**config.mk**
```make
export PLATFORM = sky130hd
export DESIGN_NAME = core_top
export DESIGN_NICKNAME = d
export VERILOG_FILES = /design/src/common/core_pkg.sv /design/src/settings/settings_bus_16le.sv /design/src/timing/vita_time_64.sv /design/src/design/misc_regs.sv /design/src/design/readback_mux.sv /design/src/design/core_top.sv
export SDC_FILE = /design/constraint.sdc
export NUM_CORES = 1
export LEC_CHECK = 0
export ABC_AREA = 1
export ABC_CLOCK_PERIOD_IN_PS = 6900
export BUFFER_PORTS_ARGS = -buffer_cell sky130_fd_sc_hd__buf_2
export CORE_UTILIZATION = 60
export DETAILED_ROUTE_END_ITERATION = 8
export GPL_ROUTABILITY_DRIVEN = 0
export PLACE_DENSITY = 0.87
export SYNTH_ARGS = -nofsm -noshare
export SYNTH_HDL_FRONTEND = slang
export SYNTH_SLANG_ARGS = --single-unit
```
**constraint.sdc**
```tcl
create_clock -name wb_clk -period 6.9 [get_ports wb_clk]
set_clock_uncertainty 0.05 [all_clocks]
set_input_delay 1.725 -clock wb_clk [delete_from_list [all_inputs] [get_ports wb_clk]]
set_output_delay 1.725 -clock wb_clk [all_outputs]
set_load 0.05 [all_outputs]
```
**src/common/core_pkg.sv**
```systemverilog
// Control core shared definitions

package core_pkg;

   //////////////////////////////
   // Bus widths

   localparam int WB_DW  = 16;   // Wishbone data
   localparam int WB_AW  = 11;   // Wishbone address
   localparam int SET_AW = 8;    // Settings bus address

   typedef logic [WB_DW-1:0]  wb_data_t;
   typedef logic [WB_AW-1:0]  wb_addr_t;
   typedef logic [SET_AW-1:0] set_addr_t;
   typedef logic [31:0]       set_data_t;
   typedef logic [63:0]       vita_time_t;

   //////////////////////////////
   // Slave decode on address bits 10:7

   localparam logic [3:0] SLAVE_MISC     = 4'd0;
   localparam logic [3:0] SLAVE_READBACK = 4'd7;
   // Slave numbers 8 to 15 all land on the settings bus

   //////////////////////////////
   // Settings register map

   localparam set_addr_t SR_TIME64     = 8'd42;   // Three regs for hi, lo and ctrl
   localparam set_addr_t SR_REG_TEST32 = 8'd60;   // 1 reg

   //////////////////////////////
   // Misc register indices

   localparam logic [6:0] REG_CGEN_CTRL = 7'd4;   // Read/write
   localparam logic [6:0] REG_CGEN_ST   = 7'd6;   // Read only
   localparam logic [6:0] REG_TEST      = 7'd8;   // Read/write

   localparam wb_data_t MISC_DEFAULT = 16'hBEEF;

   // Bumped whenever the register map changes
   localparam set_data_t COMPAT_NUM = {16'd10, 16'd2};   // Major, minor

endpackage

```
**src/settings/settings_bus_16le.sv**
```systemverilog
// Settings bus sequencer

`timescale 1ns/10ps

module settings_bus_16le (
   input  logic                wb_clk,
   input  logic                wb_rst,
   input  core_pkg::wb_addr_t  wb_adr_i,
   input  core_pkg::wb_data_t  wb_dat_i,
   input  logic                wb_stb_i,
   input  logic                wb_we_i,
   output logic                wb_ack_o,
   output logic                set_stb_o,
   output core_pkg::set_addr_t set_addr_o,
   output core_pkg::set_data_t set_data_o
);
   import core_pkg::*;

   typedef enum logic {IDLE, HAVE_LOW} seq_state_t;

   seq_state_t state;
   wb_data_t   low_half;     // Held until the high half arrives
   logic       wr_low;
   logic       wr_high;
   logic       wr_commit;

   assign wb_ack_o  = wb_stb_i;                      // No wait states
   assign wr_low    = wb_stb_i & wb_we_i & ~wb_adr_i[1];
   assign wr_high   = wb_stb_i & wb_we_i & wb_adr_i[1];
   assign wr_commit = wr_high & (state == HAVE_LOW);

   always_ff @(posedge wb_clk)
   begin
      if (wb_rst)
      begin
         state     <= IDLE;
         set_stb_o <= 1'b0;
      end
      else
      begin
         set_stb_o <= wr_commit;                     // One cycle pulse
         if (wr_low)
            state <= HAVE_LOW;
         else if (wr_high)
            state <= IDLE;                           // Lone high half is dropped
      end
   end

   always_ff @(posedge wb_clk)
   begin
      if (wr_low)
         low_half <= wb_dat_i;
      if (wr_commit)
      begin
         set_addr_o <= wb_adr_i[9:2];
         set_data_o <= {wb_dat_i, low_half};
      end
   end

endmodule

```
**src/timing/vita_time_64.sv**
```systemverilog
// VITA 64-bit time counter

`timescale 1ns/10ps

module vita_time_64 #(
   parameter core_pkg::set_addr_t BASE = core_pkg::SR_TIME64
) (
   input  logic                 wb_clk,
   input  logic                 wb_rst,
   input  logic                 set_stb_i,
   input  core_pkg::set_addr_t  set_addr_i,
   input  core_pkg::set_data_t  set_data_i,
   input  logic                 pps_i,
   output core_pkg::vita_time_t vita_time_o,
   output core_pkg::vita_time_t vita_time_pps_o
);
   import core_pkg::*;

   localparam set_addr_t ADDR_HI   = BASE;
   localparam set_addr_t ADDR_LO   = BASE + 8'd1;
   localparam set_addr_t ADDR_CTRL = BASE + 8'd2;   // Bit 0 set loads now

   set_data_t pend_hi;
   set_data_t pend_lo;
   logic      armed;        // Load waits for next PPS
   logic      ctrl_wr;
   logic      load_now;
   logic      load_pps;
   logic      pps_meta;
   logic      pps_sync;
   logic      pps_del;
   logic      pps_edge;

   assign ctrl_wr  = set_stb_i & (set_addr_i == ADDR_CTRL);
   assign load_now = ctrl_wr & set_data_i[0];
   assign pps_edge = pps_sync & ~pps_del;
   assign load_pps = pps_edge & armed;

   // Pending time words
   always_ff @(posedge wb_clk)
   begin
      if (set_stb_i && (set_addr_i == ADDR_HI))
         pend_hi <= set_data_i;
      if (set_stb_i && (set_addr_i == ADDR_LO))
         pend_lo <= set_data_i;
   end

   //////////////////////////////
   // PPS synchronizer and edge detect

   always_ff @(posedge wb_clk)
   begin
      if (wb_rst)
      begin
         pps_meta <= 1'b0;
         pps_sync <= 1'b0;
         pps_del  <= 1'b0;
      end
      else
      begin
         pps_meta <= pps_i;
         pps_sync <= pps_meta;
         pps_del  <= pps_sync;
      end
   end

   //////////////////////////////
   // Counter, load and capture

   always_ff @(posedge wb_clk)
   begin
      if (wb_rst)
      begin
         armed           <= 1'b0;
         vita_time_o     <= '0;
         vita_time_pps_o <= '0;
      end
      else
      begin
         if (ctrl_wr)
            armed <= ~set_data_i[0];
         else if (pps_edge)
            armed <= 1'b0;                           // One shot

         if (load_now || load_pps)
            vita_time_o <= {pend_hi, pend_lo};
         else
            vita_time_o <= vita_time_o + 64'd1;

         if (pps_edge)
            vita_time_pps_o <= vita_time_o;          // Count seen on the edge
      end
   end

endmodule

```
**src/design/misc_regs.sv**
```systemverilog
// Misc control and status registers

`timescale 1ns/10ps

module misc_regs #(
   parameter core_pkg::set_addr_t TEST_ADDR = core_pkg::SR_REG_TEST32
) (
   input  logic                wb_clk,
   input  logic                wb_rst,
   input  logic [6:0]          wb_adr_i,
   input  core_pkg::wb_data_t  wb_dat_i,
   input  logic                wb_stb_i,
   input  logic                wb_we_i,
   output core_pkg::wb_data_t  wb_dat_o,
   output logic                wb_ack_o,
   input  logic                set_stb_i,
   input  core_pkg::set_addr_t set_addr_i,
   input  core_pkg::set_data_t set_data_i,
   input  logic                cgen_st_status_i,
   input  logic                cgen_st_ld_i,
   input  logic                cgen_st_refmon_i,
   output logic                cgen_sync_b_o,
   output logic                cgen_ref_sel_o,
   output core_pkg::set_data_t reg_test32_o
);
   import core_pkg::*;

   wb_data_t reg_cgen_ctrl;
   wb_data_t reg_test;

   assign wb_ack_o = wb_stb_i;

   always_ff @(posedge wb_clk)
   begin
      if (wb_rst)
      begin
         reg_cgen_ctrl <= 16'd3;                     // Sync deasserted, ref 1
         reg_test      <= '0;
      end
      else if (wb_stb_i && wb_we_i)
      begin
         case (wb_adr_i)
            REG_CGEN_CTRL: reg_cgen_ctrl <= wb_dat_i;
            REG_TEST:      reg_test      <= wb_dat_i;
            default:       ;
         endcase
      end
   end

   // Persistent test setting for the host
   always_ff @(posedge wb_clk)
   begin
      if (set_stb_i && (set_addr_i == TEST_ADDR))
         reg_test32_o <= set_data_i;
   end

   always_comb
   begin
      case (wb_adr_i)
         REG_CGEN_CTRL: wb_dat_o = reg_cgen_ctrl;
         REG_CGEN_ST:
            wb_dat_o = {13'd0, cgen_st_status_i, cgen_st_ld_i, cgen_st_refmon_i};
         REG_TEST:      wb_dat_o = reg_test;
         default:       wb_dat_o = MISC_DEFAULT;
      endcase
   end

   assign {cgen_sync_b_o, cgen_ref_sel_o} = reg_cgen_ctrl[1:0];

endmodule

```
**src/design/readback_mux.sv**
```systemverilog
// Readback mux of 32-bit words

`timescale 1ns/10ps

module readback_mux (
   input  logic                 wb_clk,
   input  logic                 wb_rst,
   input  logic [5:1]           wb_adr_i,      // Word in 5:2, half in 1
   input  logic                 wb_stb_i,
   output core_pkg::wb_data_t   wb_dat_o,
   output logic                 wb_ack_o,
   input  core_pkg::vita_time_t vita_time_i,
   input  core_pkg::vita_time_t vita_time_pps_i,
   input  core_pkg::set_data_t  reg_test32_i
);
   import core_pkg::*;

   set_data_t sel_word;

   always_comb
   begin
      case (wb_adr_i[5:2])
         4'd0:    sel_word = vita_time_i[63:32];
         4'd1:    sel_word = vita_time_i[31:0];
         4'd2:    sel_word = vita_time_pps_i[63:32];
         4'd3:    sel_word = vita_time_pps_i[31:0];
         4'd4:    sel_word = reg_test32_i;
         4'd6:    sel_word = COMPAT_NUM;
         default: sel_word = '0;
      endcase
   end

   // Ack one cycle after strobe and dropped while the master releases
   always_ff @(posedge wb_clk)
   begin
      if (wb_rst)
         wb_ack_o <= 1'b0;
      else
         wb_ack_o <= wb_stb_i & ~wb_ack_o;
   end

   always_ff @(posedge wb_clk)
   begin
      if (wb_stb_i)
         wb_dat_o <= wb_adr_i[1] ? sel_word[31:16] : sel_word[15:0];   // Low half first
   end

endmodule

```
**src/design/core_top.sv**
```systemverilog
// Radio control core top

`timescale 1ns/10ps

module core_top #(
   parameter core_pkg::set_addr_t TIME_BASE = core_pkg::SR_TIME64,
   parameter core_pkg::set_addr_t TEST_ADDR = core_pkg::SR_REG_TEST32
) (
   input  logic               wb_clk,
   input  logic               wb_rst,
   input  core_pkg::wb_addr_t wb_adr_i,
   input  core_pkg::wb_data_t wb_dat_i,
   input  logic               wb_we_i,
   input  logic               wb_cyc_i,
   input  logic               wb_stb_i,
   output core_pkg::wb_data_t wb_dat_o,
   output logic               wb_ack_o,
   input  logic               pps_i,
   input  logic               cgen_st_status_i,
   input  logic               cgen_st_ld_i,
   input  logic               cgen_st_refmon_i,
   output logic               cgen_sync_b_o,
   output logic               cgen_ref_sel_o
);
   import core_pkg::*;

   logic [3:0] slave_sel;
   logic       bus_req;
   logic       stb_misc, stb_rb, stb_set;
   wb_data_t   misc_dat, rb_dat;
   logic       misc_ack, rb_ack, set_ack;

   logic       set_stb;
   set_addr_t  set_addr;
   set_data_t  set_data;
   vita_time_t vita_time, vita_time_pps;
   set_data_t  reg_test32;

   //////////////////////////////
   // Address decode and return path

   assign slave_sel = wb_adr_i[10:7];
   assign bus_req   = wb_cyc_i & wb_stb_i;
   assign stb_misc  = bus_req & (slave_sel == SLAVE_MISC);
   assign stb_rb    = bus_req & (slave_sel == SLAVE_READBACK);
   assign stb_set   = bus_req & slave_sel[3];    // Slaves 8 to 15

   always_comb
   begin
      wb_dat_o = '0;
      wb_ack_o = 1'b0;
      if (slave_sel[3])
         wb_ack_o = set_ack;                     // Settings reads give 0
      else
      begin
         case (slave_sel)
            SLAVE_MISC:
            begin
               wb_dat_o = misc_dat;
               wb_ack_o = misc_ack;
            end
            SLAVE_READBACK:
            begin
               wb_dat_o = rb_dat;
               wb_ack_o = rb_ack;
            end
            default: ;                           // Slaves 1 to 6 never ack
         endcase
      end
   end

   //////////////////////////////
   // Slaves and settings consumers

   settings_bus_16le u_settings (
      .wb_clk(wb_clk), .wb_rst(wb_rst), .wb_adr_i(wb_adr_i), .wb_dat_i(wb_dat_i),
      .wb_stb_i(stb_set), .wb_we_i(wb_we_i), .wb_ack_o(set_ack),
      .set_stb_o(set_stb), .set_addr_o(set_addr), .set_data_o(set_data));

   vita_time_64 #(.BASE(TIME_BASE)) u_time (
      .wb_clk(wb_clk), .wb_rst(wb_rst),
      .set_stb_i(set_stb), .set_addr_i(set_addr), .set_data_i(set_data),
      .pps_i(pps_i), .vita_time_o(vita_time), .vita_time_pps_o(vita_time_pps));

   misc_regs #(.TEST_ADDR(TEST_ADDR)) u_misc (
      .wb_clk(wb_clk), .wb_rst(wb_rst), .wb_adr_i(wb_adr_i[6:0]), .wb_dat_i(wb_dat_i),
      .wb_stb_i(stb_misc), .wb_we_i(wb_we_i), .wb_dat_o(misc_dat), .wb_ack_o(misc_ack),
      .set_stb_i(set_stb), .set_addr_i(set_addr), .set_data_i(set_data),
      .cgen_st_status_i(cgen_st_status_i), .cgen_st_ld_i(cgen_st_ld_i),
      .cgen_st_refmon_i(cgen_st_refmon_i), .cgen_sync_b_o(cgen_sync_b_o),
      .cgen_ref_sel_o(cgen_ref_sel_o), .reg_test32_o(reg_test32));

   readback_mux u_readback (
      .wb_clk(wb_clk), .wb_rst(wb_rst), .wb_adr_i(wb_adr_i[5:1]), .wb_stb_i(stb_rb),
      .wb_dat_o(rb_dat), .wb_ack_o(rb_ack),
      .vita_time_i(vita_time), .vita_time_pps_i(vita_time_pps), .reg_test32_i(reg_test32));

endmodule

```
# Word level (Yosys, flattened, before mapping)
# Index checks and enable logic that the tools add are counted.
# W data, S select, Z words.
[word_totals] wordCells=72 output_inout_bits=19 regBits=335
[op_classes] n_reduce_logical=11 bitwise=17 mux=12 n_addsub=1 n_eq_ne=13
[ops] op="$pmux W32 S6" n=1
[ops] op="$add A64 B1 Y64 const B" n=1
[ops] op="$mux W64" n=1
[ops] op="$pmux W16 S3" n=1
[ops] op="$eq A8 B6 Y1 const B" n=4
[ops] op="$mux W16" n=2
[ops] op="$pmux W16 S2" n=1
[ops] op="$eq A7 B3 Y1 const B" n=2
[ops] op="$and A1 B1 Y1" n=13
[ops] op="$eq A4 B3 Y1 const B" n=3
[ops] op="$eq A4 B2 Y1 const B" n=2
[ops] op="$logic_not A4 Y1" n=2
[ops] op="$eq A7 B4 Y1 const B" n=1
[ops] op="$mux W1" n=5
[ops] op="$eq A4 B1 Y1 const B" n=1
[ops] op="$logic_and A1 B1 Y1" n=4
[ops] op="$not A1 Y1" n=4
[ops] op="$reduce_and A2 Y1" n=2
[ops] op="$reduce_bool A2 Y1" n=2
[ops] op="$pmux W1 S2" n=1
[ops] op="$logic_or A1 B1 Y1" n=1

# Longest topological paths before layout
[depth] word_depth=6 depth_mapped=12 mapped_depth_nobuf=12

# Hierarchy
# A second synthesis with hierarchy kept.
[unflattened] cells_unflattened=2112 area_unflattened_um2=16382.0
[modules_own_cells] module="vita_time_64" instances=1 seq_area_each_um2=4564.4 cells_each=1143 area_each_um2=8873.5
[modules_own_cells] module="misc_regs" instances=1 seq_area_each_um2=1601.5 cells_each=370 area_each_um2=2902.8
[modules_own_cells] module="readback_mux" instances=1 seq_area_each_um2=500.5 cells_each=462 area_each_um2=2402.3
[modules_own_cells] module="settings_bus_16le" instances=1 seq_area_each_um2=1721.7 cells_each=68 area_each_um2=1780.5
[modules_own_cells] module="core_top" instances=1 seq_area_each_um2=0.0 cells_each=69 area_each_um2=422.9

# Worst setup path after synthesis
# Ideal clock, no wire load.
[synth_path] kind="input -> register" from="in wb_adr_i[1]" to="reg u_settings.set_addr_o[0] (enable)" t_arrival_ns=4.930 path_stages=4 required_ns=6.363 setup_time_ns=0.487 path_slack_ns=1.433 cell_sequence="buf_4 inv_1 clkbuf_1 nor3_1"
[synth_between] elab_chain_cells=2
[synth_rtl] element="start, declared" line="core_top.sv:11" text="input core_pkg::wb_addr_t wb_adr_i,"
[synth_rtl] element="$and A1 B1 Y1" line="settings_bus_16le.sv:29" text="assign wr_high = wb_stb_i & wb_we_i & wb_adr_i[1];"
[synth_rtl] element="$and A1 B1 Y1" line="settings_bus_16le.sv:30" text="assign wr_commit = wr_high & (state == HAVE_LOW);"
[synth_rtl] element="via u_settings.wr_commit" line="settings_bus_16le.sv:25" text="logic wr_commit;"
[synth_rtl] element="end signal, assigned" line="settings_bus_16le.sv:55" text="set_addr_o <= wb_adr_i[9:2];"
[synth_rtl] element="end, declared" line="settings_bus_16le.sv:14" text="output core_pkg::set_addr_t set_addr_o,"
# The timed path passes the listed nets, and every way through them passes these cells.
# A chain may end at the register's enable or synchronous reset.

# Worst setup path in the final report
[layout_path] from="in wb_adr_i[1]" to="out wb_dat_o[11]"
[layout_between] elab_chain_cells=4 elab_cells_between_ends=6 classes_between="3 x eq/ne; 3 x mux"
[layout_rtl] element="$eq A7 B4 Y1 or $eq A7 B3 Y1 (tied branches)" line="misc_regs.sv:59" text="case (wb_adr_i)"
[layout_rtl] element="$pmux W16 S3 (*)" line="misc_regs.sv:59"
[layout_rtl] element="$pmux W16 S2 (*)" line="core_top.sv:56" text="case (slave_sel)"
[layout_rtl] element="$mux W16 (*)" line="core_top.sv:52" text="if (slave_sel[3])"
[layout_rtl] element="end, declared" line="core_top.sv:16" text="output core_pkg::wb_data_t wb_dat_o,"
# Mark *: on every way between the ends. The rest lies on a longest branch, timed or not.

==> results.ini <==
[final_layout]
syn_to_final_growth_pct = 10.1
drive_gt1_frac = 0.101
final_common_cell = nand2_1
antenna_cells = 0
multiInputGateArea_um2 = 5660
final_cell_mix = nand2_1, nor2_1, edfxtp_1
seq_area_um2 = 8390
n_fill_cell = 1791
finalNetCount = 1832
postLayoutCoreUtil = 0.674

[global_route]
grt_pass1_wl_mm = 64.9
first_global_vias = 12000
grt_max_degree = 119
grt_use_total = 0.328
antenna_found_initial = 1
grt_overflow = 0

[run_status]
status = complete, no violations

[logic_synthesis]
ys_warn_count = 0
avgSynthCellArea_um2 = 8.44
syn_nets = 1808
async_reset_ff_frac = 0
syn_area_um2 = 14900
synthFlopType = edfxtp_1
synth_cells = 1771
synthTopCellsByArea = edfxtp_1, dfxtp_1, nand2_1
synth_top_area_frac = 0.338
synth_largest_area_cell = edfxtp_1
synth-seq-cells = 335
synth_edf_count = 168
yosysSeqAreaShare = 0.561
synth_cell_types = 40

[floorplanning]
initial_utilization = 0.613
fp.coreArea_um2 = 24400
rows = 57
die-area_um2 = 25500
io-pin-count = 55
die_h_um = 160
dieWidth_um = 160

[timing]
fin_crit_sh = 0.820
rsz0062_at_grt = false
finalSetupViolations = 0
tightest_slew_ns = 1.30
whs_ns = 0.355
max_slew_margin = 0.130
hold_viol = 0
tns_ns = 0
worst_slack_ns = 1.24
max_freq_mhz = 177
finalCriticalPeriod_ns = 5.66
slew_violations = 0

[placed_design]
port-buffer-count = 54
dp_hpwl_mm = 28.7
place_ws_ns = 1.33

[setup_path]
cp-end-kind = primary output
crit_path_start_kind = input port
arrival_ns = 3.88
cp_data_required_time_ns = 5.12
critical_path_class = input port to primary output
cp_max_fo = 20

[clocking]
post_cts_buffers = 0
cts_tree = yes
path_clk_slew_ns = 0.06
cts_max_path_buffers = 3
insertion_delay_ns = 0.57
ctsHtreeMaxLevel = 1
cts_hold_buf = 0
cts_sinks = 335
post_cts_resized = 0
numCtsBuffers = 31
cts_root_buf = clkbuf_16

[detailed_routing]
first_iter_violations = 1925
wl_mm = 42.1
drtPass1Iterations = 6
dr_total_vias = 12900
routedWlPerCell_um = 19.6
vias_per_cell = 6.01
ant_nets = 0
drc = 0

[pwr]
power.leakage_nw = 6.50
power.density_nw_per_um2 = 246
ir_drop_uv = 207

[flow_run]
cap_violations = 0

[hold_path]
hold_path.class = flop to flop

==> layer usage <==
layer	GRT usage	part of all wire
met1	0.452	0.38
met5	0	0
met3	0.0462	0.12
met4	0.136	0.042
met2	0.524	0.46
==> state kept, by name, indices dropped and copies added (netlist names), 8 cells and up <==
signal                  flops
u_misc.reg_cgen_ctrl       16
u_misc.reg_test            16
u_misc.reg_test32_o        32
u_readback.wb_dat_o        16
u_settings.low_half        16
u_settings.set_addr_o       8
u_settings.set_data_o      32
u_time.pend_hi             32
u_time.pend_lo             32
u_time.vita_time_o         64
u_time.vita_time_pps_o     64
==> per-stage QoR <==
step | area, um^2 | power, mW | cells
2_1_floorplan | 14900 | 2.24 | 1771
3_3_place_gp | 15400 | 2.28 | 2086
3_5_place_dp | 15400 | 2.29 | 2086
4_1_cts | 16400 | 4.04 | 2143
5_1_grt | 16400 | 4.13 | 2143
6_report | 16400 | 4.04 | 2143
==> cells by family (layout without fill, tap and decap cells) <==
| group | count (synthesis) | count (layout) | share of synthesized area |
|---|---|---|---|
| compound gates | 303 | 303 | 0.107 |
| simple gates | 871 | 871 | 0.250 |
| buf+inv | 230 | 278 | 0.0623 |
| xor+xnor | 31 | 31 | 0.0182 |
| flops | 335 | 335 | 0.561 |
| fa+ha+maj | 1 | 1 | 0.000837 |
==> cell type report <==
class	count	share of cell area
tap	324	0.0247
inverter	156	0.0356
clock inverter	22	0.0150
sequential	335	0.510
timing repair buffer	65	0.0215
clock buffer	35	0.0493
multi-input combinational	1206	0.344
==> worst max-delay path, stage by stage <==
cell	delay, ns
buf_2	0.35
inv_1	0.46
nor3_2	0.44
nand2_1	0.12
nand3_2	0.24
nand3_1	0.13
a22o_1	0.20
buf_2	0.21
==> synth_stat cells, types with 3 or more instances <==
library cell / number
o22ai_1: 11
nand3_1: 91
o21ai_1: 21
buf_4: 6
xnor2_1: 5
nor2_4: 10
xor2_1: 26
inv_2: 6
edfxtp_1: 168
o21ai_0: 159
clkbuf_1: 39
dfxtp_1: 167
inv_1: 150
nor2_2: 12
nand2_1: 431
buf_2: 24
buf_1: 3
nand4_1: 20
a21oi_1: 93
nand2_2: 14
nor2_1: 270
nand2_4: 7
a22o_1: 12
nor3_1: 4
nor2_8: 3
==> power breakdown <==
part           internal, mW  switching, mW
Combinational        0.0379          0.104
Sequential             2.10         0.0133
Clock                  1.03          0.761
Total                  3.17          0.878
==> worst paths after layout <==
kind | cells past startpoint | endpoint | start | slack (ns)
worst max-delay path | 8 | wb_dat_o[11] | wb_adr_i[1] | 1.24
worst min-delay path | 2 | u_time.pps_sync | u_time.pps_meta | 0.36
worst max register to register | 11 | u_time.vita_time_o[34] | u_settings.set_addr_o[4] | 3.77
worst min register to register | 2 | u_time.pps_sync | u_time.pps_meta | 0.36
Power figures use the tool's default switching activity.
